--- src/common/hq_defs.svh ---
`ifndef HQ_DEFS_SVH
`define HQ_DEFS_SVH

`define HQ_SAMPLE_W   32
`define HQ_FRAC_BITS  22
`define HQ_NUM_ROWS   4
`define HQ_NUM_CHUNKS 8
`define HQ_NUM_CW     16
// Stages inside each complex multiplier lane
`define HQ_MULT_LAT   2

`endif

--- src/common/hq_pkg.sv ---
`include "hq_defs.svh"

package hq_pkg;

    // Signed fixed point, HQ_FRAC_BITS fractional bits
    typedef logic signed [`HQ_SAMPLE_W-1:0] sample_t;

    typedef struct packed {
        sample_t re;
        sample_t im;
    } cplx_t;

    typedef logic [$clog2(`HQ_NUM_CHUNKS)-1:0] chunk_idx_t;
    typedef logic [$clog2(`HQ_NUM_CW)-1:0]     cw_idx_t;

    typedef cplx_t  [`HQ_NUM_CHUNKS-1:0] h_row_t;
    typedef h_row_t [`HQ_NUM_ROWS-1:0]   h_mat_t;

    // One operand or product per row of H
    typedef cplx_t [`HQ_NUM_ROWS-1:0] lane_vec_t;

    typedef struct packed {
        logic valid;
        logic last_chunk;
        logic last_cw;
    } item_tag_t;

    typedef enum logic {
        SEQ_IDLE,
        SEQ_RUN
    } seq_state_e;

endpackage

--- src/hw/hq_sequencer.sv ---
`timescale 1ns/1ns
`include "hq_defs.svh"

module hq_sequencer (
    input  logic               clk,
    input  logic               rst,
    input  logic               start_i,
    output hq_pkg::cw_idx_t    cw_o,
    output hq_pkg::chunk_idx_t chunk_o,
    output hq_pkg::item_tag_t  tag_o
);
    import hq_pkg::*;

    seq_state_e state;
    cw_idx_t    cw_cnt;
    chunk_idx_t chunk_cnt;
    logic       last_chunk;
    logic       last_cw;

    assign last_chunk = (chunk_cnt == chunk_idx_t'(`HQ_NUM_CHUNKS - 1));
    assign last_cw    = (cw_cnt == cw_idx_t'(`HQ_NUM_CW - 1));

    // Counters wrap back to zero after the final item
    always_ff @(posedge clk or posedge rst) begin
        if (rst) begin
            state     <= SEQ_IDLE;
            cw_cnt    <= '0;
            chunk_cnt <= '0;
        end else begin
            case (state)
                SEQ_IDLE: begin
                    if (start_i) begin
                        state     <= SEQ_RUN;
                        cw_cnt    <= '0;
                        chunk_cnt <= '0;
                    end
                end
                SEQ_RUN: begin
                    chunk_cnt <= chunk_cnt + 1'b1;
                    if (last_chunk) begin
                        cw_cnt <= cw_cnt + 1'b1;
                        if (last_cw)
                            state <= SEQ_IDLE;
                    end
                end
                default: state <= SEQ_IDLE;
            endcase
        end
    end

    assign cw_o    = cw_cnt;
    assign chunk_o = chunk_cnt;

    always_comb begin
        tag_o.valid      = (state == SEQ_RUN);
        tag_o.last_chunk = last_chunk;
        tag_o.last_cw    = last_cw;
    end

endmodule

--- config.mk ---
export PLATFORM = sky130hd
export DESIGN_NAME = hq_sequencer
export DESIGN_NICKNAME = d
export VERILOG_FILES = /design/src/common/hq_pkg.sv /design/src/hw/hq_sequencer.sv
export VERILOG_INCLUDE_DIRS = /design/src /design/src/common
export SDC_FILE = /design/constraint.sdc
export NUM_CORES = 1
export LEC_CHECK = 0
export ABC_AREA = 1
export BUFFER_PORTS_ARGS = -buffer_cell sky130_fd_sc_hd__buf_2
export CAP_MARGIN = 20
export CORE_AREA = 2 2 39 41
export DETAILED_ROUTE_END_ITERATION = 6
export DIE_AREA = 0 0 41 43
export HOLD_SLACK_MARGIN = 0.06
export PLACE_DENSITY = 0.52
export SYNTH_ARGS = -nofsm -noshare
export SYNTH_HDL_FRONTEND = slang
export SYNTH_SLANG_ARGS = --single-unit
--- constraint.sdc ---
create_clock -name clk -period 1.68 [get_ports clk]
set_input_delay 0.336 -clock clk [delete_from_list [all_inputs] [get_ports clk]]
set_output_delay 0.336 -clock clk [all_outputs]
set_load 0.01 [all_outputs]
Yosys cells after proc, flatten, opt, wreduce, memory -nomap -nowiden
Cells that the tools add are included.
- eq/ne operators: 4
- mux-type cells: 9
- bitwise gates (word level): 1
- reductions and logical operators: 1
- add/subtract/negate cells: 2
- operators by type and width (operator ; number):
    4-bit 2-to-1 mux ; 2
    4-bit one-hot mux with 2 select lines ; 1
    3-bit one-hot mux with 2 select lines ; 1
    4-bit by 1-bit adder with 4-bit output (second input constant) ; 1
    4-bit equality test (second input constant) ; 1
    3-bit by 1-bit adder with 3-bit output (second input constant) ; 1
    3-bit equality test (second input constant) ; 1
    1-bit 2-to-1 mux ; 3
    3-bit 2-to-1 mux ; 1
    2-bit by 1-bit != test with 1-bit output (second input constant) ; 1
    2-bit != test (second input constant) ; 1
    1-bit one-hot mux with 2 select lines ; 1
    2-bit AND reduction ; 1
    1-bit NOT ; 1
- bits of input ports: 3
- output and inout bits: 10
- register bits: 8

Longest topological paths before layout
- depth after elaboration: 4
- gate-level depth with buffers: 7

Worst setup path after synthesis
No wires, ideal clock.
- path type: flip-flop to output port
- start: reg chunk_cnt[0] (netlist: chunk_o[0])
- end: out tag_o[1] (netlist name)
- data required time: 1344 ps
- slack: 390 ps
- stages on the path, launching flop included: 4
- buffers on the path: 1
- arrival time: 954 ps
- cell sequence: dfrtp_1 > ha_1 > ha_1 > buf_4
- longest elaborated chain between the ends: 1
- RTL lines (item ; RTL line ; RTL):
    from (decl) ; hq_sequencer.sv:16 ; chunk_idx_t chunk_cnt;
    from (signal assigned) ; hq_sequencer.sv:39 ; chunk_cnt <= chunk_cnt + 1'b1;
    3-bit equality test ; hq_sequencer.sv:20 ; assign last_chunk = (chunk_cnt == chunk_idx_t'(`HQ_NUM_CHUNKS - 1));
    to (decl) ; hq_sequencer.sv:10 ; output hq_pkg::item_tag_t tag_o
No other way between the ends.

==> flow_summary.ini <==
[worst_setup_path]
cp-start-kind = register
crit_required_ns = 1.34
crit_chain = ha_1 -> nand2_1 -> nor2_1 -> buf_2
arrival_ns = 1.25
endpoint_kind = output port
slowest_stage = dfrtp_1
worstPathMaxFanout = 5
path_class = register to output port
critical_path.max_stage_delay_ns = 0.43
crit_buf_inv = 1
crit_family = flip-flops

[final_layout]
syn_to_final_growth_pct = 21.69
finalInstanceArea_um2 = 505.5
multi_input_area_um2 = 172.7
fill_cells = 155
diodes = 0
layout.nets = 70
drive_gt1_share_pct = 33.87
seq_area_um2 = 200.2
layout.cells.non_filler = 78

[floorplan]
fp.coreArea_um2 = 1384
dieArea_um2 = 1763
die_x_um = 41
die_h_um = 43
start_util_pct = 30.02
boundaryPins = 13
core.rowCount = 14

[timing]
max_freq_ghz = 0.6310
fin_setup_tns_ns = 0
tightestPinTransition_ns = 0.3077
final-setup-viol-count = 0
period_share_pct = 94.33
finalHoldViolations = 0
rsz0062_at_grt = false
final_max_slew_viol_count = 0
finalCriticalPeriod_ns = 1.585
slew_headroom_pct = 79.46
skew_ns = 0.005823

[cts]
cts_resized = 0
cts_sinks = 8
root_buffer = clkbuf_4
htree_levels = 1
worstSkewPairLatency_ns = 0.26
postCtsHoldBufs = 1
cts_setup_buffers = 0
cts_buffers = 3
cts.clk_slew.worst_paths_ns = 0.06
cts_tree = yes
cts_max_path_buffers = 2

[power]
ir_drop_v = 0.0004346
cellLeakagePower_nw = 0.2705
pwr_density_cell_nw_per_um2 = 1810

[drt]
drt_iter0_drc = 7
wl_um = 778
dr.pass1.iters = 4
ant_nets = 0
via_count = 343
wl_per_cell_um = 9.974
drc_errors = 0
via_per_inst = 4.397

[yosys]
synth_top_area_share_pct = 48.19
yosysSeqAreaShare_pct = 48.19
synth.net_count = 55
synth_cell_types = 15
synth_top_area_cell = dfrtp_1
synth_seq_cells = 8
yosysWarnings = 0
yosys-top-cells-area = dfrtp_1 (48%), nand2_1 (14%), ha_1 (9.0%)
syn_avg_cell_area_um2 = 8.478
synthArstFlopShare_pct = 100.0
synth_ff_type = dfrtp_1
syn_area_um2 = 415.4
yosys.cell_count.top_type = nand2_1
synth_edf_count = 0
synth_commonest_cells = nand2_1 (15), dfrtp_1 (8), nor2_1 (5)
synthCells = 49

[global_routing]
antenna_found_initial = 0
grt_pass1_vias = 357
gr-total-overflow = 0
grt_use_total_pct = 11.92
grt_pass1_wl_um = 1386
grt_max_degree = 9

[run_status]
status = finished clean

[place]
portBuffers = 12
dp_cells = 74
hpwl_um = 612
gp_congestion = 0.6526
dpl-instance-area_um2 = 473.0

[worst_hold_path]
hold_class = primary input to register

[flow_run]
drv_cap = 0
==> path summary, 6_finish.rpt <==
check | cells after the start | slack [ns] | endpoint | start
hold / removal | 4 | 0.38 | cw_o[3] | start_i
hold reg to reg | 2 | 0.51 | chunk_o[2] | chunk_o[2]
setup reg to reg | 6 | 0.42 | cw_o[0] | chunk_o[0]
setup / recovery | 4 | 0.1 | tag_o[0] | cw_o[0]
min in group asynchronous | 3 | 0.56 | cw_o[3] | rst
max in group asynchronous | 3 | 0.88 | chunk_o[0] | rst
==> worst min-delay path, delay by kind of cell <==
kind	cells	cell delay, ns
compound gates	1	0.06
buf+inv	1	0.10
simple gates	2	0.10
==> state kept, by name (all words and copies together), names as in the netlist <==
register / count
cw_o: 4
chunk_o: 3
state: 1
==> per-layer routing <==
metal,share of wire [%],global-route usage [%]
met3,5.7,3.665
met1,48,14.75
met2,44,15.94
met5,0,0
met4,1.8,10.00
==> area by class of cell <==
cell class	count	area share, %
clock buffer	3	4.455
timing repair buffer	13	13.86
multi-input combinational	33	34.16
inverter	5	3.960
sequential	8	39.60
tap	16	3.960
==> cell families (layout without fill, tap and decap cells) <==
family | Yosys count | after routing | synth area share (%)
adder cells (fa/ha/maj) | 3 | 3 | 9.037
AND/OR/NAND/NOR | 24 | 24 | 23.49
flip-flops | 8 | 8 | 48.19
AO/OA/AOI/OAI | 6 | 6 | 9.035
buffers and inverters | 8 | 21 | 10.24
==> where the power goes <==
group	switching (mW)	total (mW)	internal, mW
sequential	0.0758	0.355	0.279
clock	0.0660	0.148	0.0818
combinational	0.237	0.413	0.176
==> layout by cell type, fill, tap and decap left out <==
cell	netlist	final
ha_1	3	3
clkinv_2	1	1
clkbuf_4	0	3
dfrtp_1	8	8
a21oi_2	1	1
buf_2	0	12
dlygate4sd3_1	0	1
o21ai_1	1	1
nand2_1	15	15
nand3_1	2	2
o21ai_0	1	1
inv_1	3	3
inv_2	1	1
nor2_1	5	5
o21ai_2	1	1
nand2_2	2	2
a21oi_1	2	2
==> through the flow <==
stage	hold slack (ns)	setup slack [ns]	total power [mW]	utilization (%)
2_1_floorplan	0.1517	0.3902	0.6420	-
3_3_place_gp	0.3036	0.3771	0.7653	34.18
3_5_place_dp	0.3028	0.3815	0.7756	34.18
4_1_cts	0.3759	0.09067	0.9360	36.53
5_1_grt	0.4229	0.02900	1.016	36.53
6_report	0.3842	0.09526	0.9151	36.53
Power figures use the tool's default switching activity.
