### src/common/hq_defs.svh
`ifndef HQ_DEFS_SVH
`define HQ_DEFS_SVH

`define HQ_SAMPLE_W   32
`define HQ_FRAC_BITS  22
`define HQ_NUM_ROWS   4
`define HQ_NUM_CHUNKS 8
`define HQ_NUM_CW     16
// Stages inside each complex multiplier lane
`define HQ_MULT_LAT   2

`endif

### src/common/hq_pkg.sv
`include "hq_defs.svh"

package hq_pkg;

    // Signed fixed point, HQ_FRAC_BITS fractional bits
    typedef logic signed [`HQ_SAMPLE_W-1:0] sample_t;

    typedef struct packed {
        sample_t re;
        sample_t im;
    } cplx_t;

    typedef logic [$clog2(`HQ_NUM_CHUNKS)-1:0] chunk_idx_t;
    typedef logic [$clog2(`HQ_NUM_CW)-1:0]     cw_idx_t;

    typedef cplx_t  [`HQ_NUM_CHUNKS-1:0] h_row_t;
    typedef h_row_t [`HQ_NUM_ROWS-1:0]   h_mat_t;

    // One operand or product per row of H
    typedef cplx_t [`HQ_NUM_ROWS-1:0] lane_vec_t;

    typedef struct packed {
        logic valid;
        logic last_chunk;
        logic last_cw;
    } item_tag_t;

    typedef enum logic {
        SEQ_IDLE,
        SEQ_RUN
    } seq_state_e;

endpackage

### src/hw/hq_sum_stage.sv
`timescale 1ns/1ns
`include "hq_defs.svh"

module hq_sum_stage (
    input  logic              clk,
    input  logic              rst,
    input  hq_pkg::lane_vec_t prod_i,
    input  hq_pkg::item_tag_t tag_i,
    output hq_pkg::cplx_t     hq_o,
    output logic              hq_valid_o,
    output logic              cw_done_o,
    output logic              all_done_o
);
    import hq_pkg::*;

    cplx_t sum;

    // Plain 32-bit adds, overflow wraps
    always_comb begin
        sum = '0;
        for (int k = 0; k < `HQ_NUM_ROWS; k++) begin
            sum.re = sum.re + prod_i[k].re;
            sum.im = sum.im + prod_i[k].im;
        end
    end

    always_ff @(posedge clk or posedge rst) begin
        if (rst) begin
            hq_o       <= '0;
            hq_valid_o <= 1'b0;
            cw_done_o  <= 1'b0;
            all_done_o <= 1'b0;
        end else begin
            hq_o       <= sum;
            hq_valid_o <= tag_i.valid;
            cw_done_o  <= tag_i.valid & tag_i.last_chunk;
            all_done_o <= tag_i.valid & tag_i.last_chunk & tag_i.last_cw;
        end
    end

endmodule

### config.mk
export PLATFORM = sky130hd
export DESIGN_NAME = hq_sum_stage
export DESIGN_NICKNAME = d
export VERILOG_FILES = /design/src/common/hq_pkg.sv /design/src/hw/hq_sum_stage.sv
export VERILOG_INCLUDE_DIRS = /design/src /design/src/common
export SDC_FILE = /design/constraint.sdc
export NUM_CORES = 1
export LEC_CHECK = 0
export ABC_CLOCK_PERIOD_IN_PS = 5310
export BUFFER_PORTS_ARGS = -buffer_cell sky130_fd_sc_hd__buf_2
export CELL_PAD_IN_SITES_DETAIL_PLACEMENT = 1
export CELL_PAD_IN_SITES_GLOBAL_PLACEMENT = 2
export CORE_ASPECT_RATIO = 2
export CORE_MARGIN = 2
export CORE_UTILIZATION = 31
export CTS_CLUSTER_DIAMETER = 50
export CTS_CLUSTER_SIZE = 40
export DETAILED_ROUTE_END_ITERATION = 7
export MAX_ROUTING_LAYER = met4
export PLACE_DENSITY_LB_ADDON = 0.1
export REMOVE_ABC_BUFFERS = 1
export SKIP_CTS_REPAIR_TIMING = 1
export SYNTH_ARGS = -nofsm -noshare
export SYNTH_HDL_FRONTEND = slang
export SYNTH_SLANG_ARGS = --single-unit
### constraint.sdc
create_clock -name clk -period 5.31 [get_ports clk]
set_clock_uncertainty 0.1 [all_clocks]
set_input_delay 0.7965 -clock clk [delete_from_list [all_inputs] [get_ports clk]]
set_output_delay 0.7965 -clock clk [all_outputs]
set_load 0.01 [all_outputs]
Yosys cells after proc, flatten, opt, wreduce, memory -nomap -nowiden
Index checks and enable logic that the tools add are counted.
W data, S select, Z words.
{"block": "totals", "register_bits": 67, "input_bits": 261, "out_inout_bits": 67, "wordCells": 13}
{"block": "classes", "add_sub_neg": 6, "bitwise_logic": 2}
{"operator": "$add A32 B32 Y32", "n": 6}
{"operator": "$and A1 B1 Y1", "n": 2}

Depth between registers and ports, before layout
Gate-level depths: netlist of the first run.
{"block": "depth", "word_depth": 3, "depth_mapped": 13, "depth_no_buf": 13}

Worst setup path after synthesis of the first run
No wires, ideal clock.
{"block": "synth_path", "kind": "input to register", "startpoint": "input prod_i[1] (netlist bit)", "endpoint": "register hq_o[27] (netlist bit)", "setup_ns": 0.128, "t_arrival_ns": 3.792, "slack_ns": 1.290, "path_stages": 12, "path_buffers": 0, "cell_sequence": "fa_1 > fa_1 > ha_1 > fa_1 > a211oi_1 > o21bai_1 > o2bb2ai_1 > o31ai_2 > o211ai_1 > a21oi_1 > o21bai_1 > xor2_1"}
{"element": "start: declaration", "line_no": "hq_sum_stage.sv:7", "source": "input hq_pkg::lane_vec_t prod_i,"}
{"element": "end signal: assignment", "line_no": "hq_sum_stage.sv:34", "source": "hq_o <= sum;"}
{"element": "end: declaration", "line_no": "hq_sum_stage.sv:9", "source": "output hq_pkg::cplx_t hq_o,"}

==> results.json, run 1 <==
{
  "status": "complete, no violations",
  "track_usage": 0.1696,
  "rsz0062_at_grt": "false",
  "critPathKind": "in2reg",
  "detail_route.wl_per_cell_um": 13.64,
  "pwr-share-seq": 0.207,
  "vdd_drop_max_mv": 0.1604,
  "p_clk_frac": 0.147,
  "slew_headroom": 0.3741,
  "mostFrequentLayoutCells": "inv_1, buf_2, fa_1",
  "crit_top_cell": "fa_1",
  "fin_tns_setup_ns": 0,
  "core_area_um2": 27330,
  "min_path_type": "in2reg",
  "worstMarginPinSlew_ns": 0.9389,
  "pin_count": 328,
  "hold_start": "tag_i[2]",
  "layout_commonest_cell": "inv_1",
  "clk_pin_slew_worst_paths_ns": 0.06,
  "rows": 86,
  "antenna_found_initial": 3,
  "final_core_util": 0.3989,
  "cts_buffers": 9,
  "power_density_nw_per_um2": 367.9,
  "max_freq_mhz": 231.6,
  "crit_slowest_cell": "fa_1",
  "viasPerCell": 4.324,
  "startpoint": "prod_i[1]",
  "cpLargestDelayFamily": "adder cells",
  "cts_htree_levels": 3,
  "drtIter0Drc": 179,
  "grt_pass1_wl_um": 37780,
  "die_w_um": 121.4,
  "final_cell_area_um2": 10900,
  "first_pass_iters": 4,
  "fillers": 3435,
  "hpwl_um": 20120,
  "start_util": 0.3125,
  "ys.flop_type": "dfrtp_1",
  "cts.sinks": 67,
  "cell_internal_pwr_w": 0.002237,
  "setup_viol": 0,
  "p_sw_frac": 0.4422,
  "num_vias": 7174,
  "slew_viol_final": 0,
  "placed_area_um2": 10620,
  "dp_worst_setup_slack_ns": 0.6317,
  "period_share": 0.8132,
  "cts_max_path_buffers": 2,
  "yosys_warnings": 0,
  "fin_nets": 1747,
  "grt-ovfl-total": 0,
  "async_flop_share": 1.000,
  "slowest_delay_ns": 0.54,
  "pwr-share-comb": 0.646,
  "port_buffers": 327,
  "synth_edf_count": 0,
  "critPathBufInv": 1,
  "drv_cap": 0,
  "cts_tree": "yes",
  "cp-start-kind": "input port",
  "synthCells": 964,
  "seq_area_frac_synth": 0.1963,
  "avgSynthCellArea_um2": 8.860,
  "drtAntennaViolNets": 0,
  "drt-total-wl_um": 22620,
  "ys_ff_latch": 67,
  "fin_ws_ns": 0.9920,
  "ys_types": 49,
  "leakage_nw": 6.307,
  "area_growth_pct": 27.66,
  "cts-root-buf": "clkbuf_16",
  "die_y_um": 238.7,
  "finalCriticalPeriod_ns": 4.318,
  "drive_above_1_share": 0.2730,
  "path_max_fanout": 3,
  "die_area_um2": 28980,
  "multi_input_area_um2": 5524,
  "end_kind": "register",
  "crit_chain": "buf_2 > fa_1 > fa_1 > ha_1 > fa_1 > a211oi_1 > o21bai_1 > o2bb2ai_1 > o31ai_2 > o211ai_1 > a21oi_1 > o21bai_1 > xor2_1",
  "grt_max_degree": 68,
  "drc": 0,
  "cp_data_arrival_time_ns": 4.45,
  "cp.required_ns": 5.45,
  "first_global_vias": 8150,
  "finalHoldViolations": 0,
  "regArea_um2": 1677,
  "place_congestion": 0.7727,
  "power_switching_w": 0.001774,
  "netlist_area_um2": 8541
}
## synth_stat cells (2+ instances only)
cell       instances  area, um^2
a211oi_2           3       37.54
o22ai_1            3       18.77
and2_1             4       25.02
dfrtp_1           67        1677
o21ai_0           18       90.09
xor2_1            16       140.1
nand3_1           11       55.05
o21ai_1           13       65.06
and3_1             4       25.02
clkbuf_1           3       11.26
o21bai_1          15       112.6
nand2b_1           3       18.77
a21o_1            20       150.1
xnor2_1           48       420.4
o211ai_1           9       67.56
ha_1              62       775.7
a31oi_1            5       31.28
nand2_1           34       127.6
nand4_1            4       25.02
a211o_1            2       17.52
nor2_1            33       123.9
o21a_1             9       67.56
a311oi_2           2       30.03
fa_1             124        2482
a2111oi_0          2       17.52
a211oi_1           7       52.55
nor3_1             9       45.04
a21oi_1           53       265.3
inv_1            354        1329
nor2b_1            6       37.54
o31ai_1            2       15.01
a21oi_2            2       17.52
## worst paths after layout
| path | end | slack [ns] | cells past startpoint |
|---|---|---|---|
| max in group asynchronous | hq_o[3]$_DFF_PP0_ | 3.88 | 3 |
| hold / removal | hq_valid_o$_DFF_PP0_ | 0.48 | 1 |
| min in group asynchronous | cw_done_o$_DFF_PP0_ | 0.64 | 3 |
| setup / recovery | hq_o[27]$_DFF_PP0_ | 0.99 | 13 |
## state kept, by name, indices dropped and copies added, names as in the netlist
signal / count
all_done_o: 1
cw_done_o: 1
hq_o: 64
hq_valid_o: 1
## power groups by stage
stage / combinational (W) / sequential (W) / clock, W
floorplan: 0.00165 / 0.000978 / 0
global placement: 0.00261 / 0.000838 / 0
detailed placement: 0.00264 / 0.000843 / 0
CTS: 0.00266 / 0.000837 / 0.000619
global route: 0.00295 / 0.000857 / 0.000632
finish: 0.00259 / 0.000831 / 0.000589
## stage by stage
stage	instances	power, W	hold WS [ns]
floorplan	961	0.002633	0.7279
global placement	1641	0.003449	0.8268
detailed placement	1641	0.003484	0.8352
CTS	1656	0.004112	0.4587
global route	1659	0.004439	0.4753
finish	1659	0.004011	0.4839
## area by class of cell
class,count,area share
antenna,3,0.0006885
clock buffer,13,0.02479
clock inverter,2,0.0009181
inverter,354,0.1220
multi-input combinational,540,0.5067
sequential,67,0.1538
tap,352,0.04039
timing repair buffer,328,0.1508
## layer usage
layer  track usage  part of all wire
met5             -                 0
met4       0.03727             0.010
met3       0.03817             0.062
met2        0.3023              0.52
met1        0.1927              0.41
## logic make-up (layout without fill, tap and decap cells)
group                      count (synthesis)  in the layout  share of synthesized area
buffers and inverters                    357            697                     0.1569
adders and majority gates                186            186                     0.3815
AOI/OAI and AO/OA                        178            178                     0.1396
and+or+nand+nor                          112            112                    0.06006
DFF                                       67             67                     0.1963
xor gates and xnor gates                  64             64                    0.06563
other                                      0              3                          0
Power figures use the tool's default switching activity.
==> inputs of run 2 (changes only) <==
- ABC_CLOCK_PERIOD_IN_PS: 5310 -> 3500
- CORE_UTILIZATION: 31 -> 26
- clock period: 5.31 -> 3.5 ns (I/O delays scaled with it)
==> results.json, run 2 (synthesis gave the netlist of run 1 again) <==
{
  "first_pass_iters": 4,
  "start_util": 0.2650,
  "critPathKind": "in2reg",
  "min_path_type": "in2reg",
  "track_usage": 0.1619,
  "num_vias": 7875,
  "grt_pass1_wl_um": 42520,
  "antenna_found_initial": 1,
  "cp-start-kind": "input port",
  "placed_area_um2": 11590,
  "drive_above_1_share": 0.3612,
  "drt-total-wl_um": 26720,
  "leakage_nw": 6.963,
  "multi_input_area_um2": 5774,
  "max_freq_mhz": 283.4,
  "fin_nets": 1868,
  "violations": "setup timing",
  "core_area_um2": 32230,
  "cts-root-buf": "clkbuf_16",
  "drtAntennaViolNets": 0,
  "end_kind": "register",
  "cts.sinks": 67,
  "viasPerCell": 4.248,
  "die_w_um": 132.2,
  "die_area_um2": 34400,
  "cts_buffers": 9,
  "finalCriticalPeriod_ns": 3.528,
  "fin_tns_setup_ns": -0.02810,
  "fin_ws_ns": -0.02810,
  "place_congestion": 0.7731,
  "area_growth_pct": 42.91,
  "regArea_um2": 1677,
  "first_global_vias": 9044,
  "power_density_nw_per_um2": 594.1,
  "finalHoldViolations": 0,
  "mostFrequentLayoutCells": "inv_1, buf_2, fa_1",
  "final_cell_count_no_fill": 1854,
  "grt_max_degree": 56,
  "grt-ovfl-total": 0,
  "die_y_um": 260.3,
  "cp.required_ns": 3.63,
  "clk_pin_slew_worst_paths_ns": 0.06,
  "hpwl_um": 23960,
  "slew_viol_final": 0,
  "drv_cap": 0,
  "cts_tree": "yes",
  "path_max_fanout": 3,
  "rows": 93,
  "setup_viol": 1,
  "pin_count": 328,
  "period_share": 1.008,
  "cts_htree_levels": 3,
  "final_cell_area_um2": 12210,
  "hold_ws_ns": 0.1987,
  "largest_reg_flops": 64,
  "detail_route.wl_per_cell_um": 14.41,
  "dpl.cell_count": 1833,
  "fillers": 3949,
  "rsz0062_at_grt": "true",
  "cp_data_arrival_time_ns": 3.66,
  "drtIter0Drc": 121,
  "status": "complete, but fails checks",
  "cts_max_path_buffers": 2,
  "regMostFlops": "hq_o",
  "drc": 0,
  "layout_commonest_cell": "inv_1",
  "worstMarginPinSlew_ns": 1.062,
  "port_buffers": 327,
  "vdd_drop_max_mv": 0.2293,
  "slew_headroom": 0.2911
}
## run 2: per-stage QoR
stage	util	total power, W	setup WS, ns
3_5_place_dp	0.3595	0.006099	-0.6523
2_1_floorplan	-	0.003995	-0.2482
4_1_cts	0.3696	0.007178	-0.2906
5_1_grt	0.3787	0.007974	-0.2104
6_report	0.3787	0.007251	-0.02810
3_3_place_gp	0.3595	0.006050	-0.6009
## run 2: layout make-up
class	instances	share of cell area
clock buffer	9	0.01845
multi-input combinational	540	0.4731
clock inverter	7	0.008201
inverter	354	0.1090
sequential	67	0.1374
timing repair buffer	449	0.2099
antenna	1	0.0002050
tap	427	0.04377
## run 2: critical path, cell delays in order
cell and delay [ns]:
buf_6 0.09, fa_1 0.55, fa_1 0.42, ha_2 0.21, fa_2 0.34, a211oi_2 0.28, o21bai_2 0.13, o2bb2ai_4 0.16
o31ai_4 0.31, o211ai_1 0.12, a21oi_1 0.14, buf_4 0.15, o21bai_1 0.07, xor2_1 0.15
## run 2: path summary, 6_finish.rpt
kind,slack [ns],from,end,cells past startpoint
worst min-delay path,0.20,tag_i[2],hq_valid_o$_DFF_PP0_,1
worst max-delay path,-0.03,prod_i[129],hq_o[27]$_DFF_PP0_,14
max in group asynchronous,2.28,rst,hq_o[51]$_DFF_PP0_,3
min in group asynchronous,0.31,rst,hq_o[3]$_DFF_PP0_,2
## run 2: power breakdown
part	switching (W)	internal (W)	total [W]	leakage, nW
logic	0.00260	0.00237	0.00497	6.02
registers	0.0000903	0.00117	0.00126	0.783
clock network	0.000390	0.000629	0.00102	0.160
total	0.00308	0.00417	0.00725	6.96
## run 2: metal layers
layer	part of all wire	track usage
met2	0.64	0.3537
met4	0.017	0.04197
met1	0.29	0.1290
met5	0	-
met3	0.051	0.03361
